`src/common/camd_config.svh`:
```
`ifndef CAMD_CONFIG_SVH
`define CAMD_CONFIG_SVH

// Byte address width on both requester ports.
`define CAMD_ADDR_W 32

// Data word width and its byte mask.
`define CAMD_DATA_W 32
`define CAMD_MSK_W 4

// Number of words in the RAM.
`define CAMD_DEPTH 1024

// Reads allowed in flight between grant and delivery.
`define CAMD_RQ_DEPTH 4

`endif

```
`src/common/camd_pkg.sv`:
```
`default_nettype none

package camd_pkg;

   // Data-port command bit as carried on the ca channel.
   typedef enum logic {
      CMD_READ  = 1'b0,
      CMD_WRITE = 1'b1
   } cmd_e;

   // Owner of a granted command and of the read beat it later produces.
   typedef enum logic {
      PORT_I = 1'b0,
      PORT_D = 1'b1
   } port_e;

endpackage

`default_nettype wire

```
`src/camd_ram/camd_resp_router.sv`:
```
`timescale 1ns/1ps
`default_nettype none

`include "camd_config.svh"

module camd_resp_router (
   input  wire                       clk,
   input  wire                       i_rst,
   // One push per accepted read.
   input  wire                       i_push,
   input  camd_pkg::port_e           i_push_tag,
   output logic                      o_space,
   // Read beat from the RAM.
   input  wire  [`CAMD_DATA_W-1:0]   i_rd_dat,
   input  wire                       i_rd_vld,
   input  camd_pkg::port_e           i_rd_tag,
   output logic                      o_rd_rdy,
   // Instruction port read channel.
   output logic [`CAMD_DATA_W-1:0]   o_i_rd_dat,
   output logic                      o_i_rd_vld,
   input  wire                       i_i_rd_rdy,
   // Data port read channel.
   output logic [`CAMD_DATA_W-1:0]   o_d_rd_dat,
   output logic                      o_d_rd_vld,
   input  wire                       i_d_rd_rdy
);

   localparam int CNT_W = $clog2(`CAMD_RQ_DEPTH + 1);

   logic [CNT_W-1:0] cnt;
   logic             pop;
   logic             to_i;
   logic             push_rd;

   // Reads for either port share one budget of outstanding slots.
   assign push_rd = i_push;

   assign to_i = (i_rd_tag == camd_pkg::PORT_I);
   assign pop  = i_rd_vld & o_rd_rdy;

   always_ff @(posedge clk) begin
      if (i_rst) begin
         cnt <= '0;
      end else if (push_rd & ~pop) begin
         cnt <= cnt + 1'b1;
      end else if (pop & ~push_rd) begin
         cnt <= cnt - 1'b1;
      end
   end

   assign o_space = (cnt < CNT_W'(`CAMD_RQ_DEPTH));

   // Beats leave in grant order, so a stalled port holds up the other one.
   assign o_i_rd_vld = i_rd_vld & to_i;
   assign o_d_rd_vld = i_rd_vld & ~to_i;
   assign o_i_rd_dat = i_rd_dat;
   assign o_d_rd_dat = i_rd_dat;
   assign o_rd_rdy   = to_i ? i_i_rd_rdy : i_d_rd_rdy;

endmodule

`default_nettype wire

```
`config.mk`:
```
export PLATFORM = sky130hd
export DESIGN_NAME = camd_resp_router
export DESIGN_NICKNAME = d
export VERILOG_FILES = /design/src/common/camd_pkg.sv /design/src/camd_ram/camd_resp_router.sv
export VERILOG_INCLUDE_DIRS = /design/src /design/src/common
export SDC_FILE = /design/constraint.sdc
export NUM_CORES = 1
export LEC_CHECK = 0
export BUFFER_PORTS_ARGS = -buffer_cell sky130_fd_sc_hd__buf_2
export CAP_MARGIN = 20
export CELL_PAD_IN_SITES_DETAIL_PLACEMENT = 1
export CELL_PAD_IN_SITES_GLOBAL_PLACEMENT = 2
export CORE_MARGIN = 4
export CORE_UTILIZATION = 10
export DETAILED_ROUTE_END_ITERATION = 8
export PLACE_DENSITY_LB_ADDON = 0.25
export SLEW_MARGIN = 40
export SYNTH_ARGS = -nofsm -noshare
export SYNTH_HDL_FRONTEND = slang
export SYNTH_SLANG_ARGS = --single-unit
export TNS_END_PERCENT = 5
```
`constraint.sdc`:
```
create_clock -name clk -period 1.85 [get_ports clk]
set_clock_uncertainty 0.05 [all_clocks]
set_input_delay 0.37 -clock clk [delete_from_list [all_inputs] [get_ports clk]]
set_output_delay 0.37 -clock clk [all_outputs]
set_load 0.02 [all_outputs]
```
==> qor.yml <==
final_cells: 111
drc: 0
syn_area_um2: 659.4
hp-class: "in2reg"
start_kind: "primary input"
rsz0062_at_grt: "true"
synthDistinctLibCells: 15
routed_wire_length_per_instance_um: 6.189
die_y_um: 89.20
pre_cts_slack_ns: -0.2438
firstDrtPassIters: 1
hold_ws_ns: 0.3046
ys_ff_latch: 3
ant_nets: 0
synthAdderAreaFrac: 0.04934
max_slew_margin: 0.8600
regMostFlops: "cnt"
grt_max_degree: 5
vias: 204
cp_max_fo: 3
p_per_area_nw_per_um2: 899.3
crit_type: "in2reg"
die_width_um: 89.20
dpl-instance-area_um2: 359.1
synth_nets: 125
power.leakage_nw: 0.1594
syn_to_final_growth_pct: -37.19
drv_slew: 0
status: "finished clean"
synth-simple-area-share: 0.04554
antenna_found_initial: 0
crit_arrival_ns: 1.93
grt_pass1_vias: 233
ctsRootBufferMaster: "clkbuf_8"
vias_per_cell: 1.838
yosysSeqAreaShare: 0.09108
placed_cells: 107
n_fill_cell: 772
tightest_slew_ns: 0.2078
routabilityCongestion: 0.6659
ios: 108
seq_power_share: 0.239
power.combinational.fraction: 0.245
syn-mean-instance-area_um2: 7.944
dpl.hpwl_um: 511.9
fin_crit_ns: 1.831
postCtsSetupBuffers: 0
clockBufferDepth: 2
io_buffers: 10
peakVddDrop_v: 0.0001267
fin_ws_ns: 0.01940
drv_cap: 0
cp.required_ns: 1.95
swShare: 0.2723
synth-compound-area-share: 0.01518
initial_core_util: 0.1033
p_int_mw: 0.2710
worstSkewPairLatency_ns: 0.22
clk_pin_slew_ns: 0.03
cts_buffers: 3
max_freq_ghz: 0.5463
reg_top3: "cnt: 3 flops"
grt_use_total: 0.01942
synth-xor-area-share: 0.02657
period_share: 0.9895
synth_top_family_by_area: "buffers and inverters"
wl_um: 687
drive_above_1_share: 0.5882
layout.nets: 77
row_count: 29
end_kind: "flip-flop"
grt_pass1_wl_mm: 1.110
syn-instance-count: 83
pwr-share-clk: 0.516
diodes: 0
setup_tns_ns: 0
switching_power_mw: 0.1014
tritoncts: "done"
grt_overflow: 0
core_um2: 6386
synth_warnings: 0
setup_violations: 0
muxShareOfSynthArea: 0.03226
clock_sinks: 3
h-tree-depth: 1
finalInstanceArea_um2: 414.1
largest_register_ffs: 3
hold_violations: 0
drt-initial-drc-count: 0
die_area_um2: 7957
[metrics by stage]
| stage | total power, mW | utilization |
|---|---|---|
| after global routing | 0.4062 | 0.06485 |
| after detailed placement | 0.1775 | 0.05623 |
| after global placement | 0.1768 | 0.05623 |
| after floorplan | 0.3502 | - |
| after CTS | 0.3777 | 0.06426 |
| final | 0.3724 | 0.06485 |
[Yosys cell counts]
cell      n  area (um2)
mux2i_1   1       10.01
a21oi_1   1       5.000
buf_4    64       480.5
ha_1      1       12.51
o21ai_0   1       5.000
fa_1      1       20.02
mux2_2    1       11.26
inv_1     2       7.510
and2_1    1       6.260
nor2b_1   1       6.260
nand2_1   1       3.750
xor2_1    2       17.52
dfxtp_1   3       60.06
nor2_1    2       7.510
or3_1     1       6.260
[logic make-up after synthesis]
kind of cell	count (synthesis)
xor gates and xnor gates	2
DFF	3
adders and majority gates	2
and+or+nand+nor	6
buffers and inverters	66
muxes	2
AOI/OAI and AO/OA	2
[power groups by stage]
stage                     sequential (mW)  combinational [mW]  clock (mW)
after floorplan                    0.0878               0.262           0
after global placement             0.0897              0.0871           0
after detailed placement           0.0894              0.0881           0
after CTS                          0.0890              0.0899       0.199
after global routing               0.0909               0.106       0.210
final                              0.0889              0.0912       0.192
[critical path: stages]
cell and delay [ns]:
buf_6 0.10, mux2_4 0.30, nand2_4 0.07, ha_4 0.13, inv_2 0.03, fa_2 0.32, xor2_1 0.16, or3_1 0.32
a21oi_2 0.12
[layer usage]
layer  GRT usage  vias to the layer above  share of wire
met5           0                        -              0
met4     0.03654                        0          0.064
met3     0.01290                        8           0.24
met2     0.01942                       23           0.38
met1     0.01801                       82           0.31
li1            -                       91              -
[cells in the final DEF (no fill, tap or decap), drive strengths merged, types with 2 or more instances in the layout]
cell type	Yosys	final
xor2	2	2
buf	64	11
dfxtp	3	3
clkbuf	0	4
inv	2	2
nor2	2	2
[repair_timing]
item                                    CTS  global route
hold buffers                              0             0
endpoints found under the setup margin    1             1
resized for setup                         2             1
[path summary, 6_finish.rpt]
path	startpoint	endpoint	slack [ns]	cells after the start
worst max-delay path	i_rd_tag	cnt[2]$_SDFFE_PP0P_	0.02	9
worst min-delay path	i_rst	cnt[2]$_SDFFE_PP0P_	0.30	2
worst max register to register	cnt[0]$_SDFFE_PP0P_	cnt[2]$_SDFFE_PP0P_	0.42	4
worst min register to register	cnt[2]$_SDFFE_PP0P_	cnt[2]$_SDFFE_PP0P_	0.47	2
[cell type report]
type | count | area (um2) | share of cell area
multi-input cells | 14 | 141.4 | 0.3414
repair buffers | 11 | 63.81 | 0.1541
inverters | 2 | 7.507 | 0.01813
flip-flops and latches | 3 | 60.06 | 0.1450
well taps | 77 | 96.34 | 0.2326
clock buffers | 4 | 45.04 | 0.1088
No activity file was read; power rests on OpenSTA's default activity.
