--- src/common/camd_config.svh ---
`ifndef CAMD_CONFIG_SVH
`define CAMD_CONFIG_SVH

// Byte address width on both requester ports.
`define CAMD_ADDR_W 32

// Data word width and its byte mask.
`define CAMD_DATA_W 32
`define CAMD_MSK_W 4

// Number of words in the RAM.
`define CAMD_DEPTH 1024

// Reads allowed in flight between grant and delivery.
`define CAMD_RQ_DEPTH 4

`endif

--- src/common/camd_pkg.sv ---
`default_nettype none

package camd_pkg;

   // Data-port command bit as carried on the ca channel.
   typedef enum logic {
      CMD_READ  = 1'b0,
      CMD_WRITE = 1'b1
   } cmd_e;

   // Owner of a granted command and of the read beat it later produces.
   typedef enum logic {
      PORT_I = 1'b0,
      PORT_D = 1'b1
   } port_e;

endpackage

`default_nettype wire

--- src/camd_arbiter.sv ---
`timescale 1ns/1ps
`default_nettype none

`include "camd_config.svh"

module camd_arbiter (
   input  wire                       clk,
   input  wire                       i_rst,
   // Instruction command channel.
   input  wire  [`CAMD_ADDR_W-1:0]   i_i_adr,
   input  wire                       i_i_vld,
   output logic                      o_i_rdy,
   // Data command and write-data channels.
   input  camd_pkg::cmd_e            i_d_cmd,
   input  wire  [`CAMD_ADDR_W-1:0]   i_d_adr,
   input  wire                       i_d_vld,
   output logic                      o_d_rdy,
   input  wire  [`CAMD_DATA_W-1:0]   i_d_dat,
   input  wire  [`CAMD_MSK_W-1:0]    i_d_msk,
   input  wire                       i_d_dm_vld,
   output logic                      o_d_dm_rdy,
   // Granted command towards the RAM.
   output logic [`CAMD_ADDR_W-1:0]   o_m_adr,
   output camd_pkg::cmd_e            o_m_cmd,
   output logic [`CAMD_DATA_W-1:0]   o_m_dat,
   output logic [`CAMD_MSK_W-1:0]    o_m_msk,
   output logic                      o_m_vld,
   output camd_pkg::port_e           o_m_tag,
   input  wire                       i_m_rdy,
   // Response queue has room for another read.
   input  wire                       i_q_space
);

   camd_pkg::port_e last_q;
   logic            d_is_rd;
   logic            i_elig;
   logic            d_elig;
   logic            grant_i;
   logic            grant_d;
   logic            accept;

   assign d_is_rd = (i_d_cmd == camd_pkg::CMD_READ);

   // A write only competes once its data beat is present.
   assign i_elig = i_i_vld & i_q_space;
   assign d_elig = i_d_vld & (d_is_rd ? i_q_space : i_d_dm_vld);

   // The data port wins unless it was served last and the other side wants in.
   assign grant_d = d_elig & (~i_elig | (last_q == camd_pkg::PORT_I));
   assign grant_i = i_elig & ~grant_d;

   assign o_m_vld = grant_i | grant_d;
   assign o_m_tag = grant_d ? camd_pkg::PORT_D : camd_pkg::PORT_I;
   assign o_m_adr = grant_d ? i_d_adr : i_i_adr;
   assign o_m_cmd = grant_d ? i_d_cmd : camd_pkg::CMD_READ;
   assign o_m_dat = i_d_dat;  // Only looked at on a data-port write.
   assign o_m_msk = i_d_msk;

   assign accept = o_m_vld & i_m_rdy;

   assign o_i_rdy    = grant_i & i_m_rdy;
   assign o_d_rdy    = grant_d & i_m_rdy;
   assign o_d_dm_rdy = grant_d & i_m_rdy & ~d_is_rd;  // Rises with o_d_rdy on writes.

   always_ff @(posedge clk) begin
      if (i_rst) begin
         last_q <= camd_pkg::PORT_D;  // Instruction port goes first.
      end else if (accept) begin
         last_q <= o_m_tag;
      end
   end

endmodule

`default_nettype wire

--- config.mk ---
export PLATFORM = sky130hd
export DESIGN_NAME = camd_arbiter
export DESIGN_NICKNAME = d
export VERILOG_FILES = /design/src/common/camd_pkg.sv /design/src/camd_arbiter.sv
export VERILOG_INCLUDE_DIRS = /design/src /design/src/common
export SDC_FILE = /design/constraint.sdc
export NUM_CORES = 1
export LEC_CHECK = 0
export ABC_AREA = 1
export BUFFER_PORTS_ARGS = -buffer_cell sky130_fd_sc_hd__buf_4
export CORE_AREA = 2 2 71 73
export DETAILED_ROUTE_END_ITERATION = 12
export DIE_AREA = 0 0 73 75
export SLEW_MARGIN = 20
export SYNTH_ARGS = -nofsm -noshare
export SYNTH_HDL_FRONTEND = slang
export SYNTH_SLANG_ARGS = --single-unit
--- constraint.sdc ---
create_clock -name clk -period 1.2 [get_ports clk]
set_input_delay 0.06 -clock clk [delete_from_list [all_inputs] [get_ports clk]]
set_output_delay 0.06 -clock clk [all_outputs]
set_load 0.01 [all_outputs]
==> flow_metrics.py <==
metrics = {
    "finish": {
        "top_regs": "last_q (1)",
        "final.fill_count": 521,
        "n_antenna_cell": 0,
        "multi_input_area_sq_um": 528,
        "layout.nets": 340,
        "top_register": "last_q",
        "seqCellArea_sq_um": 20.0,
        "final_layout_size_suffix_gt1_frac": 0.517,
        "finalNonFillerCells": 284,
        "largest_register_ffs": 1,
        "area_delta_synth_final_pct": 72.2,
    },
    "min_path": {
        "hold_path.class": "primary input to primary output",
        "min_delay_path_depth": 0,
    },
    "placed_design": {
        "hpwl_mm": 2.69,
        "portBuffers": 109,
        "place.gp.congestion": 0.685,
        "placed_cells": 283,
    },
    "timing": {
        "tightest_slew_ps": 209,
        "clock.fmax_mhz": 911,
        "fin_hold_ws_ps": 120,
        "finalHoldViolations": 0,
        "tns_ps": 0,
        "fin_crit_ps": 1100,
        "post-route-period-util": 0.915,
        "final_max_slew_viol_count": 0,
        "slew_headroom": 0.861,
        "setup_viol": 0,
        "fin_skew_ps": 0,
    },
    "yosys": {
        "synthTopCellsByArea": "buf_4 33%, nand2_1 29%, nand4_1 23%",
        "ys_types": 14,
        "synth_fp_nets": 271,
        "synth-edff-count": 0,
        "seq_area_frac_synth": 0.0226,
        "synthTopCellsByCount": "69 x nand2_1, 39 x buf_4, 33 x nand4_1",
        "synth_top_area_frac": 0.330,
        "synth_seq_cells": 1,
        "synthCells": 163,
        "yosys_warnings": 0,
        "synth_most_common_cell": "nand2_1",
        "yosys_most_used_dff": "dfxtp_1",
        "syn_area_per_cell_sq_um": 5.44,
        "async_flop_share": 0,
        "syn_area_sq_um": 887,
        "synth.largest_area_cell": "buf_4",
    },
    "setup_path": {
        "critPathLaunchType": "flip-flop",
        "critPathRequiredTime_ps": 1140,
        "crit_family": "flip-flops",
        "worstPathCellList": "nand3_4 > nand3_4 > buf_12 > inv_1 > nor2_1 > buf_4",
        "slowest_delay_ps": 360,
        "r2r_setup_slack_ps": 360,
        "cp-end-kind": "primary output",
        "crit_buf_inv": 3,
        "critical_path_class": "flip-flop to primary output",
        "rr_worst_depth": 3,
        "cp_max_fo": 18,
        "crit_arrival_ps": 1040,
        "crit_cells": 6,
        "slowest_stage": "dfxtp_1",
        "crit_top_cell": "nand3_4",
    },
    "global_route": {
        "grt_max_degree": 36,
        "grt.overflow.total": 0,
        "antenna_found_initial": 0,
        "grt_pass1_wl_mm": 4.85,
        "track_usage": 0.107,
        "grt_pass1_vias": 1142,
    },
    "pwr": {
        "power_uw": 682,
        "p_comb_frac": 0.945,
        "cellLeakagePower_uw": 0.000914,
        "p_per_area_nw_per_um2": 446,
        "p_sw_frac": 0.420,
        "clockPowerShare": 0,
        "p_int_uw": 395,
        "p_sw_uw": 286,
        "seq_power_share": 0.055,
        "peakVddDrop_v": 0.000239,
    },
    "routing": {
        "finalWirelength_mm": 3.59,
        "drt_pass1_iterations": 4,
        "route.detailed.wl_per_inst_um": 12.6,
        "avgViaCountPerCell": 4.57,
        "final_antenna_net_count": 0,
        "via_count": 1298,
        "drcViolationCount": 0,
        "drtIter0Drc": 25,
    },
    "clocking": {
        "clk_pin_slew_ps": 0,
        "clk_latency_ps": 0,
        "hold_buffers": 0,
    },
    "floorplanning": {
        "start_util": 0.190,
        "fp.dieH_um": 75,
        "die_area_sq_um": 5480,
        "core_area_sq_um": 4660,
        "rows": 25,
        "ios": 182,
        "die_x_um": 73,
    },
    "job": {
        "max-cap-violations": 0,
    },
    "outcome": {
        "status": "complete, no violations",
    },
}
-- worst reg2reg max path, stage by stage (launching register included) --
cell	delay, ps
dfxtp_1	360
nand3_4	110
nand4_1	170
nand2_1	80
-- per-stage QoR --
stage / utilization / setup WS, ps / instance area [sq um]
final: 0.328 / 102 / 1530
after global routing: 0.328 / -2.99 / 1530
after CTS: 0.321 / 84.5 / 1500
after detailed placement: 0.321 / 103 / 1500
after global placement: 0.321 / 120 / 1500
after floorplan: - / 208 / 887
-- final cells by class --
cell class              instances  share of cell area
flip-flops and latches          1              0.0131
well taps                      54              0.0442
repair buffers                116               0.590
inverters                       3             0.00737
multi-input cells             110               0.346
-- power by group through the flow --
stage                     clock [uW]  sequential [uW]  combinational, uW
after floorplan                    0             36.6                373
after global placement             0             36.7                631
after detailed placement           0             36.8                635
after CTS                          0             36.8                637
after global routing               0             37.9                708
final                              0             37.8                644
-- routing by layer --
| layer | GRT usage | part of all wire | vias to the layer above |
|---|---|---|---|
| li1 | - | - | 644 |
| met2 | 0.222 | 0.55 | 78 |
| met1 | 0.102 | 0.34 | 556 |
| met3 | 0.0161 | 0.080 | 20 |
| met4 | 0.0432 | 0.031 | 0 |
| met5 | 0 | 0 | - |
-- path summary, 6_finish.rpt --
path / startpoint / end
worst min-delay path: i_d_dat[15] / o_m_dat[15]
worst max register to register: last_q / last_q
worst max-delay path: last_q / o_i_rdy
worst min register to register: last_q / last_q
-- cell families after synthesis --
| kind of cell | after synthesis | synth area share |
|---|---|---|
| AOI/OAI and AO/OA | 1 | 0.00564 |
| buffers and inverters | 52 | 0.391 |
| DFF | 1 | 0.0226 |
| and+or+nand+nor | 109 | 0.581 |
-- cell usage in the layout, fill, tap and decap left out --
master     Yosys  final
buf_4         39    114
nand2_1       69     69
nand4_1       33     33
inv_1          3      3
nor2_1         3      3
nand3_4        1      2
nand2_2        1      1
nand3_1        1      1
a21oi_1        1      1
clkbuf_16      0      1
dfxtp_1        1      1
buf_12         0      1
-- repair_timing --
action                     CTS  global route
buffers inserted             0             0
gates resized for setup      0             1
setup endpoints to repair    0             1
Note: power is estimated with default switching activity, not from simulation.
